**config.mk**
```make
export PLATFORM = sky130hd
export DESIGN_NAME = decoder_riscv
export DESIGN_NICKNAME = d
export VERILOG_FILES = /design/src/hdl/decoder_pkg.sv /design/src/hdl/alu_op_decode.sv /design/src/hdl/ctrl_word_gen.sv /design/src/hdl/decoder_riscv.sv /design/src/hdl/mem_access_decode.sv /design/src/hdl/opcode_classify.sv /design/src/hdl/system_decode.sv
export SDC_FILE = /design/constraint.sdc
export NUM_CORES = 1
export LEC_CHECK = 0
export ABC_AREA = 1
export BUFFER_PORTS_ARGS = -buffer_cell sky130_fd_sc_hd__buf_2
export CORE_MARGIN = 1
export CORE_UTILIZATION = 45
export CTS_CLUSTER_DIAMETER = 100
export CTS_CLUSTER_SIZE = 14
export DETAILED_ROUTE_END_ITERATION = 10
export GPL_ROUTABILITY_DRIVEN = 0
export HOLD_SLACK_MARGIN = 0.05
export PLACE_DENSITY = 0.76
export REMOVE_ABC_BUFFERS = 1
export SLEW_MARGIN = 10
export SYNTH_ARGS = -nofsm -noshare
export SYNTH_HDL_FRONTEND = slang
export SYNTH_SLANG_ARGS = --single-unit
```
**constraint.sdc**
```tcl
create_clock -name clk_i -period 2.1 [get_ports clk_i]
set_input_delay 0.42 -clock clk_i [delete_from_list [all_inputs] [get_ports clk_i]]
set_output_delay 0.42 -clock clk_i [all_outputs]
set_load 0.01 [all_outputs]
```
**src/hdl/decoder_pkg.sv**
```systemverilog
package decoder_pkg;

  typedef logic [31:0] instr_t;
  typedef logic [4:0]  opcode_t;    // instr[6:2]
  typedef logic [2:0]  funct3_t;
  typedef logic [6:0]  funct7_t;
  typedef logic [2:0]  csr_op_t;

  localparam opcode_t OPC_LOAD     = 5'b00000;
  localparam opcode_t OPC_MISC_MEM = 5'b00011;
  localparam opcode_t OPC_OP_IMM   = 5'b00100;
  localparam opcode_t OPC_AUIPC    = 5'b00101;
  localparam opcode_t OPC_STORE    = 5'b01000;
  localparam opcode_t OPC_OP       = 5'b01100;
  localparam opcode_t OPC_LUI      = 5'b01101;
  localparam opcode_t OPC_BRANCH   = 5'b11000;
  localparam opcode_t OPC_JALR     = 5'b11001;
  localparam opcode_t OPC_JAL      = 5'b11011;
  localparam opcode_t OPC_SYSTEM   = 5'b11100;

  localparam logic [1:0] QUADRANT_32 = 2'b11;  // Uncompressed encodings only

  localparam funct7_t FUNCT7_BASE = 7'b0000000;
  localparam funct7_t FUNCT7_ALT  = 7'b0100000;  // SUB and SRA/SRAI

  localparam csr_op_t CSR_OP_TRAP = 3'b100;

  typedef enum logic [3:0] {
    CLASS_OP,
    CLASS_OP_IMM,
    CLASS_LOAD,
    CLASS_STORE,
    CLASS_BRANCH,
    CLASS_JAL,
    CLASS_JALR,
    CLASS_LUI,
    CLASS_AUIPC,
    CLASS_SYSTEM,
    CLASS_MISC_MEM,
    CLASS_INVALID
  } instr_class_e;

  typedef enum logic [4:0] {
    ALU_ADD  = 5'b00000,
    ALU_SLL  = 5'b00001,
    ALU_SLTS = 5'b00010,
    ALU_SLTU = 5'b00011,
    ALU_XOR  = 5'b00100,
    ALU_SRL  = 5'b00101,
    ALU_OR   = 5'b00110,
    ALU_AND  = 5'b00111,
    ALU_SUB  = 5'b01000,
    ALU_SRA  = 5'b01101,
    ALU_EQ   = 5'b11000,
    ALU_NE   = 5'b11001,
    ALU_LTS  = 5'b11100,
    ALU_GES  = 5'b11101,
    ALU_LTU  = 5'b11110,
    ALU_GEU  = 5'b11111
  } alu_op_e;

  typedef enum logic [1:0] {OP_A_RS1 = 2'd0, OP_A_PC = 2'd1, OP_A_ZERO = 2'd2} op_a_sel_e;

  typedef enum logic [2:0] {
    OP_B_RS2   = 3'd0,
    OP_B_IMM_I = 3'd1,
    OP_B_IMM_U = 3'd2,
    OP_B_IMM_S = 3'd3,
    OP_B_INCR4 = 3'd4
  } op_b_sel_e;

  typedef enum logic [2:0] {
    MEM_BYTE  = 3'd0,
    MEM_HALF  = 3'd1,
    MEM_WORD  = 3'd2,
    MEM_UBYTE = 3'd4,
    MEM_UHALF = 3'd5
  } mem_size_e;

  typedef enum logic [1:0] {
    JALR_NONE = 2'd0,
    JALR_JALR = 2'd1,
    JALR_MRET = 2'd2,  // Return to mepc
    JALR_TRAP = 2'd3   // Jump to mtvec
  } jalr_sel_e;

  typedef struct packed {
    op_a_sel_e op_a_sel;
    op_b_sel_e op_b_sel;
    alu_op_e   alu_op;
    logic      mem_req;
    logic      mem_we;
    mem_size_e mem_size;
    logic      gpr_we;
    logic      wb_src_sel;  // 1 selects load data
    logic      branch;
    logic      jal;
    jalr_sel_e jalr_sel;
    logic      csr;
    csr_op_t   csr_op;
    logic      int_rst;
  } decode_ctrl_t;

  localparam decode_ctrl_t CTRL_BUBBLE = '0;

  typedef struct packed {
    alu_op_e alu_op;
    logic    legal;
  } alu_dec_t;

  typedef struct packed {
    mem_size_e mem_size;
    logic      legal;
  } mem_dec_t;

  typedef struct packed {
    logic      csr;
    csr_op_t   csr_op;
    logic      gpr_we;
    jalr_sel_e jalr_sel;
    logic      int_rst;
    logic      legal;
  } sys_dec_t;

endpackage

```
**src/hdl/alu_op_decode.sv**
```systemverilog
`timescale 1ns/1ps

module alu_op_decode
  import decoder_pkg::*;
(
  input  instr_t       instr_i,
  input  instr_class_e class_i,
  output alu_dec_t     alu_dec_o
);

  funct3_t funct3;
  funct7_t funct7;
  logic    shift_op;

  assign funct3   = instr_i[14:12];
  assign funct7   = instr_i[31:25];
  assign shift_op = (funct3 == 3'b001) || (funct3 == 3'b101);

  // Shared by register and immediate forms, alt picks SUB or SRA
  function automatic alu_op_e arith_op(input funct3_t f3, input logic alt);
    case (f3)
      3'b000:  arith_op = alt ? ALU_SUB : ALU_ADD;
      3'b001:  arith_op = ALU_SLL;
      3'b010:  arith_op = ALU_SLTS;
      3'b011:  arith_op = ALU_SLTU;
      3'b100:  arith_op = ALU_XOR;
      3'b101:  arith_op = alt ? ALU_SRA : ALU_SRL;
      3'b110:  arith_op = ALU_OR;
      default: arith_op = ALU_AND;
    endcase
  endfunction

  always_comb
  begin
    alu_dec_o.alu_op = ALU_ADD;
    alu_dec_o.legal  = 1'b1;
    case (class_i)
      CLASS_OP:
      begin
        alu_dec_o.alu_op = arith_op(funct3, funct7 == FUNCT7_ALT);
        alu_dec_o.legal  = (funct7 == FUNCT7_BASE) ||
                           ((funct7 == FUNCT7_ALT) && (funct3 == 3'b000 || funct3 == 3'b101));
      end
      CLASS_OP_IMM:
      begin
        // Upper immediate bits are only an encoding field for shifts
        alu_dec_o.alu_op = arith_op(funct3, (funct3 == 3'b101) && (funct7 == FUNCT7_ALT));
        if (shift_op)
        begin
          alu_dec_o.legal = (funct7 == FUNCT7_BASE) ||
                            ((funct3 == 3'b101) && (funct7 == FUNCT7_ALT));
        end
      end
      CLASS_BRANCH:
      begin
        case (funct3)
          3'b000:  alu_dec_o.alu_op = ALU_EQ;
          3'b001:  alu_dec_o.alu_op = ALU_NE;
          3'b100:  alu_dec_o.alu_op = ALU_LTS;
          3'b101:  alu_dec_o.alu_op = ALU_GES;
          3'b110:  alu_dec_o.alu_op = ALU_LTU;
          3'b111:  alu_dec_o.alu_op = ALU_GEU;
          default: alu_dec_o.legal  = 1'b0;  // funct3 2 and 3
        endcase
      end
      default:
      begin
        alu_dec_o.alu_op = ALU_ADD;
      end
    endcase
  end

endmodule

```
**src/hdl/ctrl_word_gen.sv**
```systemverilog
`timescale 1ns/1ps

module ctrl_word_gen
  import decoder_pkg::*;
(
  input  logic         clk_i,
  input  logic         rst_n_i,
  input  logic         stall_i,
  input  logic         interrupt_i,
  input  instr_class_e class_i,
  input  instr_t       instr_i,
  input  alu_dec_t     alu_dec_i,
  input  mem_dec_t     mem_dec_i,
  input  sys_dec_t     sys_dec_i,
  output decode_ctrl_t ctrl_o,
  output logic         illegal_instr_o
);

  funct3_t      funct3;
  decode_ctrl_t ctrl_dec;
  decode_ctrl_t ctrl_trap;
  decode_ctrl_t ctrl_next;
  logic         illegal;

  assign funct3 = instr_i[14:12];

  always_comb
  begin
    ctrl_dec = CTRL_BUBBLE;
    case (class_i)
      CLASS_OP, CLASS_OP_IMM:
      begin
        ctrl_dec.op_b_sel = (class_i == CLASS_OP) ? OP_B_RS2 : OP_B_IMM_I;
        ctrl_dec.alu_op   = alu_dec_i.alu_op;
        ctrl_dec.gpr_we   = 1'b1;
      end
      CLASS_LOAD:
      begin
        ctrl_dec.op_b_sel   = OP_B_IMM_I;
        ctrl_dec.alu_op     = ALU_ADD;  // Address = rs1 + imm
        ctrl_dec.mem_req    = 1'b1;
        ctrl_dec.mem_size   = mem_dec_i.mem_size;
        ctrl_dec.wb_src_sel = 1'b1;
        ctrl_dec.gpr_we     = 1'b1;
      end
      CLASS_STORE:
      begin
        ctrl_dec.op_b_sel = OP_B_IMM_S;
        ctrl_dec.alu_op   = ALU_ADD;
        ctrl_dec.mem_req  = 1'b1;
        ctrl_dec.mem_we   = 1'b1;
        ctrl_dec.mem_size = mem_dec_i.mem_size;
      end
      CLASS_BRANCH:
      begin
        ctrl_dec.alu_op = alu_dec_i.alu_op;  // Compare rs1 with rs2
        ctrl_dec.branch = 1'b1;
      end
      CLASS_JAL, CLASS_JALR:
      begin
        ctrl_dec.op_a_sel = OP_A_PC;  // Link value pc + 4
        ctrl_dec.op_b_sel = OP_B_INCR4;
        ctrl_dec.alu_op   = ALU_ADD;
        ctrl_dec.gpr_we   = 1'b1;
        ctrl_dec.jal      = (class_i == CLASS_JAL);
        ctrl_dec.jalr_sel = (class_i == CLASS_JALR) ? JALR_JALR : JALR_NONE;
      end
      CLASS_LUI, CLASS_AUIPC:
      begin
        ctrl_dec.op_a_sel = (class_i == CLASS_LUI) ? OP_A_ZERO : OP_A_PC;
        ctrl_dec.op_b_sel = OP_B_IMM_U;
        ctrl_dec.alu_op   = ALU_ADD;
        ctrl_dec.gpr_we   = 1'b1;
      end
      CLASS_SYSTEM:
      begin
        ctrl_dec.csr      = sys_dec_i.csr;
        ctrl_dec.csr_op   = sys_dec_i.csr_op;
        ctrl_dec.gpr_we   = sys_dec_i.gpr_we;
        ctrl_dec.jalr_sel = sys_dec_i.jalr_sel;
        ctrl_dec.int_rst  = sys_dec_i.int_rst;
      end
      default:
      begin
        ctrl_dec = CTRL_BUBBLE;  // FENCE and invalid
      end
    endcase
  end

  assign illegal = (class_i == CLASS_INVALID) ||
                   ((class_i == CLASS_JALR) && (funct3 != 3'b000)) ||
                   !alu_dec_i.legal || !mem_dec_i.legal || !sys_dec_i.legal;

  always_comb
  begin
    ctrl_trap          = CTRL_BUBBLE;
    ctrl_trap.csr      = 1'b1;
    ctrl_trap.csr_op   = CSR_OP_TRAP;
    ctrl_trap.jalr_sel = JALR_TRAP;
    if (interrupt_i)
    begin
      ctrl_next = ctrl_trap;  // Interrupt wins over any encoding
    end
    else if (illegal)
    begin
      ctrl_next = CTRL_BUBBLE;
    end
    else
    begin
      ctrl_next = ctrl_dec;
    end
  end

  always_ff @(posedge clk_i)
  begin
    if (!rst_n_i)
    begin
      ctrl_o          <= CTRL_BUBBLE;
      illegal_instr_o <= 1'b0;
    end
    else if (!stall_i)
    begin
      ctrl_o          <= ctrl_next;
      illegal_instr_o <= illegal && !interrupt_i;
    end
  end

endmodule

```
**src/hdl/decoder_riscv.sv**
```systemverilog
`timescale 1ns/1ps

module decoder_riscv
  import decoder_pkg::*;
(
  input  logic         clk_i,
  input  logic         rst_n_i,
  input  instr_t       instr_i,
  input  logic         stall_i,
  input  logic         interrupt_i,
  output decode_ctrl_t ctrl_o,
  output logic         illegal_instr_o
);

  instr_class_e instr_class;
  alu_dec_t     alu_dec;
  mem_dec_t     mem_dec;
  sys_dec_t     sys_dec;

  opcode_classify u_classify (
    .instr_i (instr_i),
    .class_o (instr_class)
  );

  alu_op_decode u_alu_dec (
    .instr_i   (instr_i),
    .class_i   (instr_class),
    .alu_dec_o (alu_dec)
  );

  mem_access_decode u_mem_dec (
    .instr_i   (instr_i),
    .class_i   (instr_class),
    .mem_dec_o (mem_dec)
  );

  system_decode u_sys_dec (
    .instr_i   (instr_i),
    .class_i   (instr_class),
    .sys_dec_o (sys_dec)
  );

  ctrl_word_gen u_ctrl_gen (
    .clk_i           (clk_i),
    .rst_n_i         (rst_n_i),
    .stall_i         (stall_i),
    .interrupt_i     (interrupt_i),
    .class_i         (instr_class),
    .instr_i         (instr_i),
    .alu_dec_i       (alu_dec),
    .mem_dec_i       (mem_dec),
    .sys_dec_i       (sys_dec),
    .ctrl_o          (ctrl_o),
    .illegal_instr_o (illegal_instr_o)
  );

endmodule

```
**src/hdl/mem_access_decode.sv**
```systemverilog
`timescale 1ns/1ps

module mem_access_decode
  import decoder_pkg::*;
(
  input  instr_t       instr_i,
  input  instr_class_e class_i,
  output mem_dec_t     mem_dec_o
);

  funct3_t funct3;
  logic    size_ok;

  assign funct3 = instr_i[14:12];

  always_comb
  begin
    case (class_i)
      CLASS_LOAD:
      begin
        size_ok = (funct3 != 3'b011) && (funct3 != 3'b110) && (funct3 != 3'b111);
      end
      CLASS_STORE:
      begin
        size_ok = (funct3 <= 3'b010);  // No unsigned stores
      end
      default:
      begin
        size_ok = 1'b1;
      end
    endcase
  end

  always_comb
  begin
    mem_dec_o.legal    = size_ok;
    mem_dec_o.mem_size = MEM_BYTE;
    if (size_ok && (class_i == CLASS_LOAD || class_i == CLASS_STORE))
    begin
      mem_dec_o.mem_size = mem_size_e'(funct3);  // Size code is funct3
    end
  end

endmodule

```
**src/hdl/opcode_classify.sv**
```systemverilog
`timescale 1ns/1ps

module opcode_classify
  import decoder_pkg::*;
(
  input  instr_t       instr_i,
  output instr_class_e class_o
);

  opcode_t opcode;

  assign opcode = instr_i[6:2];

  always_comb
  begin
    if (instr_i[1:0] != QUADRANT_32)
    begin
      class_o = CLASS_INVALID;  // Compressed or reserved quadrant
    end
    else
    begin
      case (opcode)
        OPC_OP:       class_o = CLASS_OP;
        OPC_OP_IMM:   class_o = CLASS_OP_IMM;
        OPC_LOAD:     class_o = CLASS_LOAD;
        OPC_STORE:    class_o = CLASS_STORE;
        OPC_BRANCH:   class_o = CLASS_BRANCH;
        OPC_JAL:      class_o = CLASS_JAL;
        OPC_JALR:     class_o = CLASS_JALR;
        OPC_LUI:      class_o = CLASS_LUI;
        OPC_AUIPC:    class_o = CLASS_AUIPC;
        OPC_SYSTEM:   class_o = CLASS_SYSTEM;
        OPC_MISC_MEM: class_o = CLASS_MISC_MEM;  // FENCE
        default:      class_o = CLASS_INVALID;
      endcase
    end
  end

endmodule

```
**src/hdl/system_decode.sv**
```systemverilog
`timescale 1ns/1ps

module system_decode
  import decoder_pkg::*;
(
  input  instr_t       instr_i,
  input  instr_class_e class_i,
  output sys_dec_t     sys_dec_o
);

  funct3_t funct3;

  assign funct3 = instr_i[14:12];

  always_comb
  begin
    sys_dec_o.csr      = 1'b0;
    sys_dec_o.csr_op   = '0;
    sys_dec_o.gpr_we   = 1'b0;
    sys_dec_o.jalr_sel = JALR_NONE;
    sys_dec_o.int_rst  = 1'b0;
    sys_dec_o.legal    = 1'b1;
    if (class_i == CLASS_SYSTEM)
    begin
      case (funct3)
        3'b000:
        begin
          sys_dec_o.jalr_sel = JALR_MRET;  // MRET
          sys_dec_o.int_rst  = 1'b1;
        end
        3'b001, 3'b010, 3'b011:
        begin
          sys_dec_o.csr    = 1'b1;  // CSRRW, CSRRS, CSRRC
          sys_dec_o.csr_op = funct3;
          sys_dec_o.gpr_we = 1'b1;
        end
        default:
        begin
          sys_dec_o.legal = 1'b0;  // Immediate CSR forms
        end
      endcase
    end
  end

endmodule

```
# Word level (Yosys, flattened, before mapping)
# Memories as Yosys holds them, arrays and structs flattened.
# Index checks and enable logic that the tools add are counted.
# classes
muxes	35
n_reduce_logical	33
magnitude_cmp	1
eq_ne	22
# ops
operator	n
case mux 5 bit (7 select lines)	2
2-to-1 mux 26 bit	2
case mux 5 bit (6 select lines)	1
2-to-1 mux 4 bit	5
equality test 4 x 3 -> 1 bit, second input constant	4
2-to-1 mux 5 bit	3
case mux 3 bit (5 select lines)	1
case mux 5 bit (3 select lines)	1
equality test 3 bit, second input constant	4
equality test 4 bit, second input constant	3
2-to-1 mux 1 bit	10
logical OR 1 bit	9
2-to-1 mux 3 bit	3
2-to-1 mux 9 bit	1
equality test 4 x 2 -> 1 bit, second input constant	2
case mux 2 bit (2 select lines)	2
OR reduction 2 bit	4
equality test 7 x 6 -> 1 bit, second input constant	1
logical AND 1 bit	7
logical NOT 7 bit	1
OR reduction 7 bit	1
equality test 3 x 2 -> 1 bit, second input constant	2
inequality test 3 bit, second input constant	2
OR reduction 3 bit	2
other kinds (14)	18
# totals
n_memories	1
reg_bits	27
output_inout_bits	27
romBits	128
input_bits	36
elab_cells	107
# memory_table
memory	words	word_bits	read_ports	rd_ports_with_merged_regs	write_ports	line	rtl
(no name shown)	32	4	1	0	0	opcode_classify.sv:22	case (opcode)

# Depth between registers and ports, before layout
# logic_depth
ltp_word	11
ltp_mapped	17
ltp_nobuf	17

# Modules after synthesis
# Synthesis repeated with hierarchy kept, for this count alone.
# hier_totals
cells_unflattened	287
hier_area_um2	1757.9
# by_module_without_submodules
module	area_each_um2	cells_per_inst	n_inst
ctrl_word_gen	1194.9	174	1
opcode_classify	210.2	37	1
alu_op_decode	183.9	43	1
system_decode	96.3	19	1
mem_access_decode	72.6	14	1

# Least setup slack after synthesis
# Ideal clock, no wire load.
# synth_timing
kind	input to register
from	input instr_i[3]
to	register, netlist name u_ctrl_gen.ctrl_o[24]
required_time_ns	1.965
t_arrival_ns	1.890
setup_slack_ns	0.075
stages	15
path_buffers	0
cell_sequence	inv_1 ha_1 nand2_4 a21oi_4 nand3_4 nor2_8 nand2_1 nand2_2 nand2_1 inv_2 nand2_4 nand2_4 nor2_8 nand2_2 a21oi_2
# synth_via
elab_chain_cells	10
# synth_lines
element	line	rtl
start: declaration	decoder_riscv.sv:8	input instr_t instr_i,
memory read (32 x 4 bit) *	n/a	
2-to-1 mux 4 bit *	opcode_classify.sv:16	if (instr_i[1:0] != QUADRANT_32)
equality test 4 x 3 -> 1 bit (tied with other cells)	alu_op_decode.sv:37	case (class_i)
case mux 1 bit (3 select lines) or logical AND 1 bit (tied branches)	alu_op_decode.sv:37, ctrl_word_gen.sv:91	
logical NOT 1 bit or logical OR 1 bit (tied branches)	ctrl_word_gen.sv:92, ctrl_word_gen.sv:90	
logical OR 1 bit	ctrl_word_gen.sv:91	((class_i == CLASS_JALR) && (funct3 != 3'b000)) ||
logical OR 1 bit (2 in series)	ctrl_word_gen.sv:92	!alu_dec_i.legal || !mem_dec_i.legal || !sys_dec_i.legal;
2-to-1 mux 26 bit *	ctrl_word_gen.sv:104	else if (illegal)
2-to-1 mux 26 bit *	ctrl_word_gen.sv:100	if (interrupt_i)
# Every way passes the cells marked *; elsewhere a longest branch is shown, timed or not.
# A chain may end at the register's enable or synchronous reset.

# Final worst setup path
# layout_timing
from	input instr_i[2]
to	register, netlist name u_ctrl_gen.ctrl_o[10]
# layout_via
elab_chain_cells	10
# layout_lines
element	line
memory read (32 x 4 bit) *	n/a
2-to-1 mux 4 bit *	opcode_classify.sv:16
equality test 4 x 3 -> 1 bit (tied with other cells)	alu_op_decode.sv:37
case mux 1 bit (3 select lines) or logical AND 1 bit (tied branches)	alu_op_decode.sv:37, ctrl_word_gen.sv:91
logical NOT 1 bit or logical OR 1 bit (tied branches)	ctrl_word_gen.sv:92, ctrl_word_gen.sv:90
logical OR 1 bit	ctrl_word_gen.sv:91
logical OR 1 bit (2 in series)	ctrl_word_gen.sv:92
2-to-1 mux 26 bit *	ctrl_word_gen.sv:104
2-to-1 mux 26 bit *	ctrl_word_gen.sv:100
# Marks and branches as above.

==> impl_metrics.ini <==
[logic_synthesis]
synthCells = 254
ys_seq_area_share_pct = 30.68
synthMuxAreaShare_pct = 0
async_flop_share_pct = 0
synth_top_cell_by_area = dfxtp_1
synth_top_family_by_area = simple AND/OR/NAND/NOR gates
synth-xor-area-share_pct = 0
synth_compound_area_share_pct = 16.48
synth_edf_count = 0
synth.distinct_cells = 26
synth.area.top_cells = dfxtp_1 (31%), nand2_1 (14%), a21oi_1 (7.1%)
ys.flop_type = dfxtp_1
syn_area_um2 = 1762
syn_avg_cell_area_um2 = 6.936
synth.top_cell.area_share_pct = 30.68
synth_seq_cells = 27
ys_warn_count = 0
synth-simple-area-share_pct = 42.61
synth_fa_ha_area_share_pct = 2.841

[clock_network]
postCtsHoldBufs = 0
cts_root_buf = clkbuf_8
clock_latency_ns = 0.27
cts_sinks = 27
h-tree-depth = 1
cts_buffer_depth = 2
cts_tree = yes
path_clk_slew_ns = 0.09
cts_made_buffers = 3

[floorplan]
start_util_pct = 47.41
fp.coreArea_um2 = 3716
dieArea_um2 = 4169
dieWidth_um = 64.57
die_h_um = 64.57
row_count = 22
io_pins = 63

[global_route]
grt_max_degree = 25
grt_pass1_vias = 1743
gr-total-overflow = 0
antenna_found_initial = 0
grt_usage_pct = 21.80
grt_pass1_wl_um = 7245

[timing]
finalSetupViolCount = 0
finalSetupTns_ns = 0
slew_viol_final = 0
timing.fmax_mhz = 512.2
period_minus_slack_ns = 1.952
period_share_pct = 92.96
skew_ns = 0
maxSlewHeadroom_pct = 81.84
worst_slew_pin_slew_ns = 0.2723
hold_viol = 0
layout_setup_ws_ns = 0.1477
rsz0062_at_grt = false

[setup_path]
cp_num_buf_inv = 3
cp_slowest_cell = ha_1
slowest_delay_ns = 0.30
critPathKind = in2reg
cp_top_family = simple AND/OR/NAND/NOR gates
critPathArrivalTime_ns = 2.17
path_max_fanout = 7
reg2reg_from = u_ctrl_gen.ctrl_o[5]
cp_common_cell = nand2_2
path_cells = buf_2 > inv_4 > ha_1 > nand2_2 > o21ai_2 > nand2_2 > nand3_4 > nor2_8 > nand3_4 > nand2_2 > inv_2 > nand2_4 > nand2_4 > nor2_8 > nand2_2 > a21oi_2
crit_start = instr_i[2]
worstPathRequired_ns = 2.32
startpoint_type = primary input
end_kind = register

[run]
drv_cap = 0

[layout]
layout.nets = 365
nFillCells = 344
layoutNonFillerInstCount = 372
area_delta_synth_final_pct = 33.52
layout-drive-gt1-share_pct = 43.21
post-route-util_pct = 63.30
diodes = 0

[power]
vdd_drop_max_mv = 0.3625
power_density_nw_per_um2 = 444.6
totalPowerFinal_mw = 1.046
p_leak_nw = 1.077

[place]
hpwl_um = 3262
portBuffers = 47
pre_cts_slack_ns = -0.1810
placed_cells = 366

[routing]
viasPerCell = 4.995
routedWlPerCell_um = 11.31
wirelength_um = 4207
dr.pass1.iters = 4
drt_iter0_drc = 71
vias = 1858
drc = 0
ant_nets = 0

[run_status]
status = finished clean

[hold_path]
hp-class = in2reg
hp-start = rst_n_i
[stage by stage]
stage | area [um2] | hold slack, ns
6_report | 2352 | 0.4261
3_3_place_gp | 2212 | 0.4401
3_5_place_dp | 2212 | 0.4505
5_1_grt | 2352 | 0.4364
2_1_floorplan | 1729 | 0.4805
4_1_cts | 2258 | 0.4225
[where the power goes]
group          total [mW]  internal, mW  switching [mW]
combinational       0.234        0.0875           0.147
sequential          0.522         0.519         0.00298
clock               0.290         0.133           0.157
[kinds of logic after synthesis]
group                    count (synthesis)
AND/OR/NAND/NOR                        141
adder cells (fa/ha/maj)                  4
AO/OA/AOI/OAI                           48
flip-flops                              27
buffers and inverters                   34
[worst min-delay path: cells and delay by family]
kind / cells / cell delay [ns]
AOI/OAI and AO/OA: 2 / 0.12
buffers and inverters: 1 / 0.12
[cell type report]
type | count | area (um2) | share of cell area (%)
Clock buffer | 3 | 41.29 | 1.755
Clock inverter | 1 | 5.005 | 0.2128
Inverter | 26 | 102.6 | 4.362
Multi-Input combinational cell | 193 | 1161 | 49.36
Sequential cell | 27 | 540.5 | 22.98
Tap cell | 48 | 60.06 | 2.553
Timing Repair Buffer | 74 | 441.7 | 18.78
[per-layer routing]
metal  vias up  global-route usage (%)  share of wire, %
li1        965                       -                 -
met2        44                   39.61                50
met3         6                   3.873               3.7
met4         0                   4.167               1.0
met1       843                   26.72                46
met5         -                       0                 0
[final timing paths]
| kind | to | slack [ns] | cells after the start |
|---|---|---|---|
| setup / recovery | u_ctrl_gen.ctrl_o[10] | 0.15 | 16 |
| hold / removal | u_ctrl_gen.ctrl_o[6] | 0.43 | 3 |
| hold reg to reg | u_ctrl_gen.ctrl_o[18] | 0.46 | 2 |
| setup reg to reg | u_ctrl_gen.ctrl_o[5] | 1.42 | 2 |
[cells in the mapped netlist, types with 4 or more instances]
master,count
nand2_1,64
nor2_1,26
o21ai_0,10
nand3_1,12
dfxtp_1,27
inv_1,19
inv_2,7
ha_1,4
nand4_1,8
a21oi_1,25
a21oi_2,7
nand2_2,13
nor2_4,5
clkbuf_1,6
[cell usage in the layout, fill, tap and decap left out, drive strengths merged]
| cell type | n |
|---|---|
| nand2 | 80 |
| inv | 26 |
| dfxtp | 27 |
| nor4 | 1 |
| ha | 4 |
| a21oi | 33 |
| nor2 | 35 |
| o31ai | 1 |
| clkbuf | 3 |
| buf | 74 |
| nand4 | 8 |
| o21ai | 13 |
| o211ai | 1 |
| nand3 | 17 |
| clkinv | 1 |
[state kept, by name, indices dropped and copies added, names as in the netlist]
signal	flops
u_ctrl_gen.illegal_instr_o	1
u_ctrl_gen.ctrl_o	26
[timing repair]
item	4_1_cts	5_1_grt
resized for setup	0	22
buffers inserted	0	2
endpoints found under the setup margin	0	9
No activity file was read; power rests on OpenSTA's default activity.
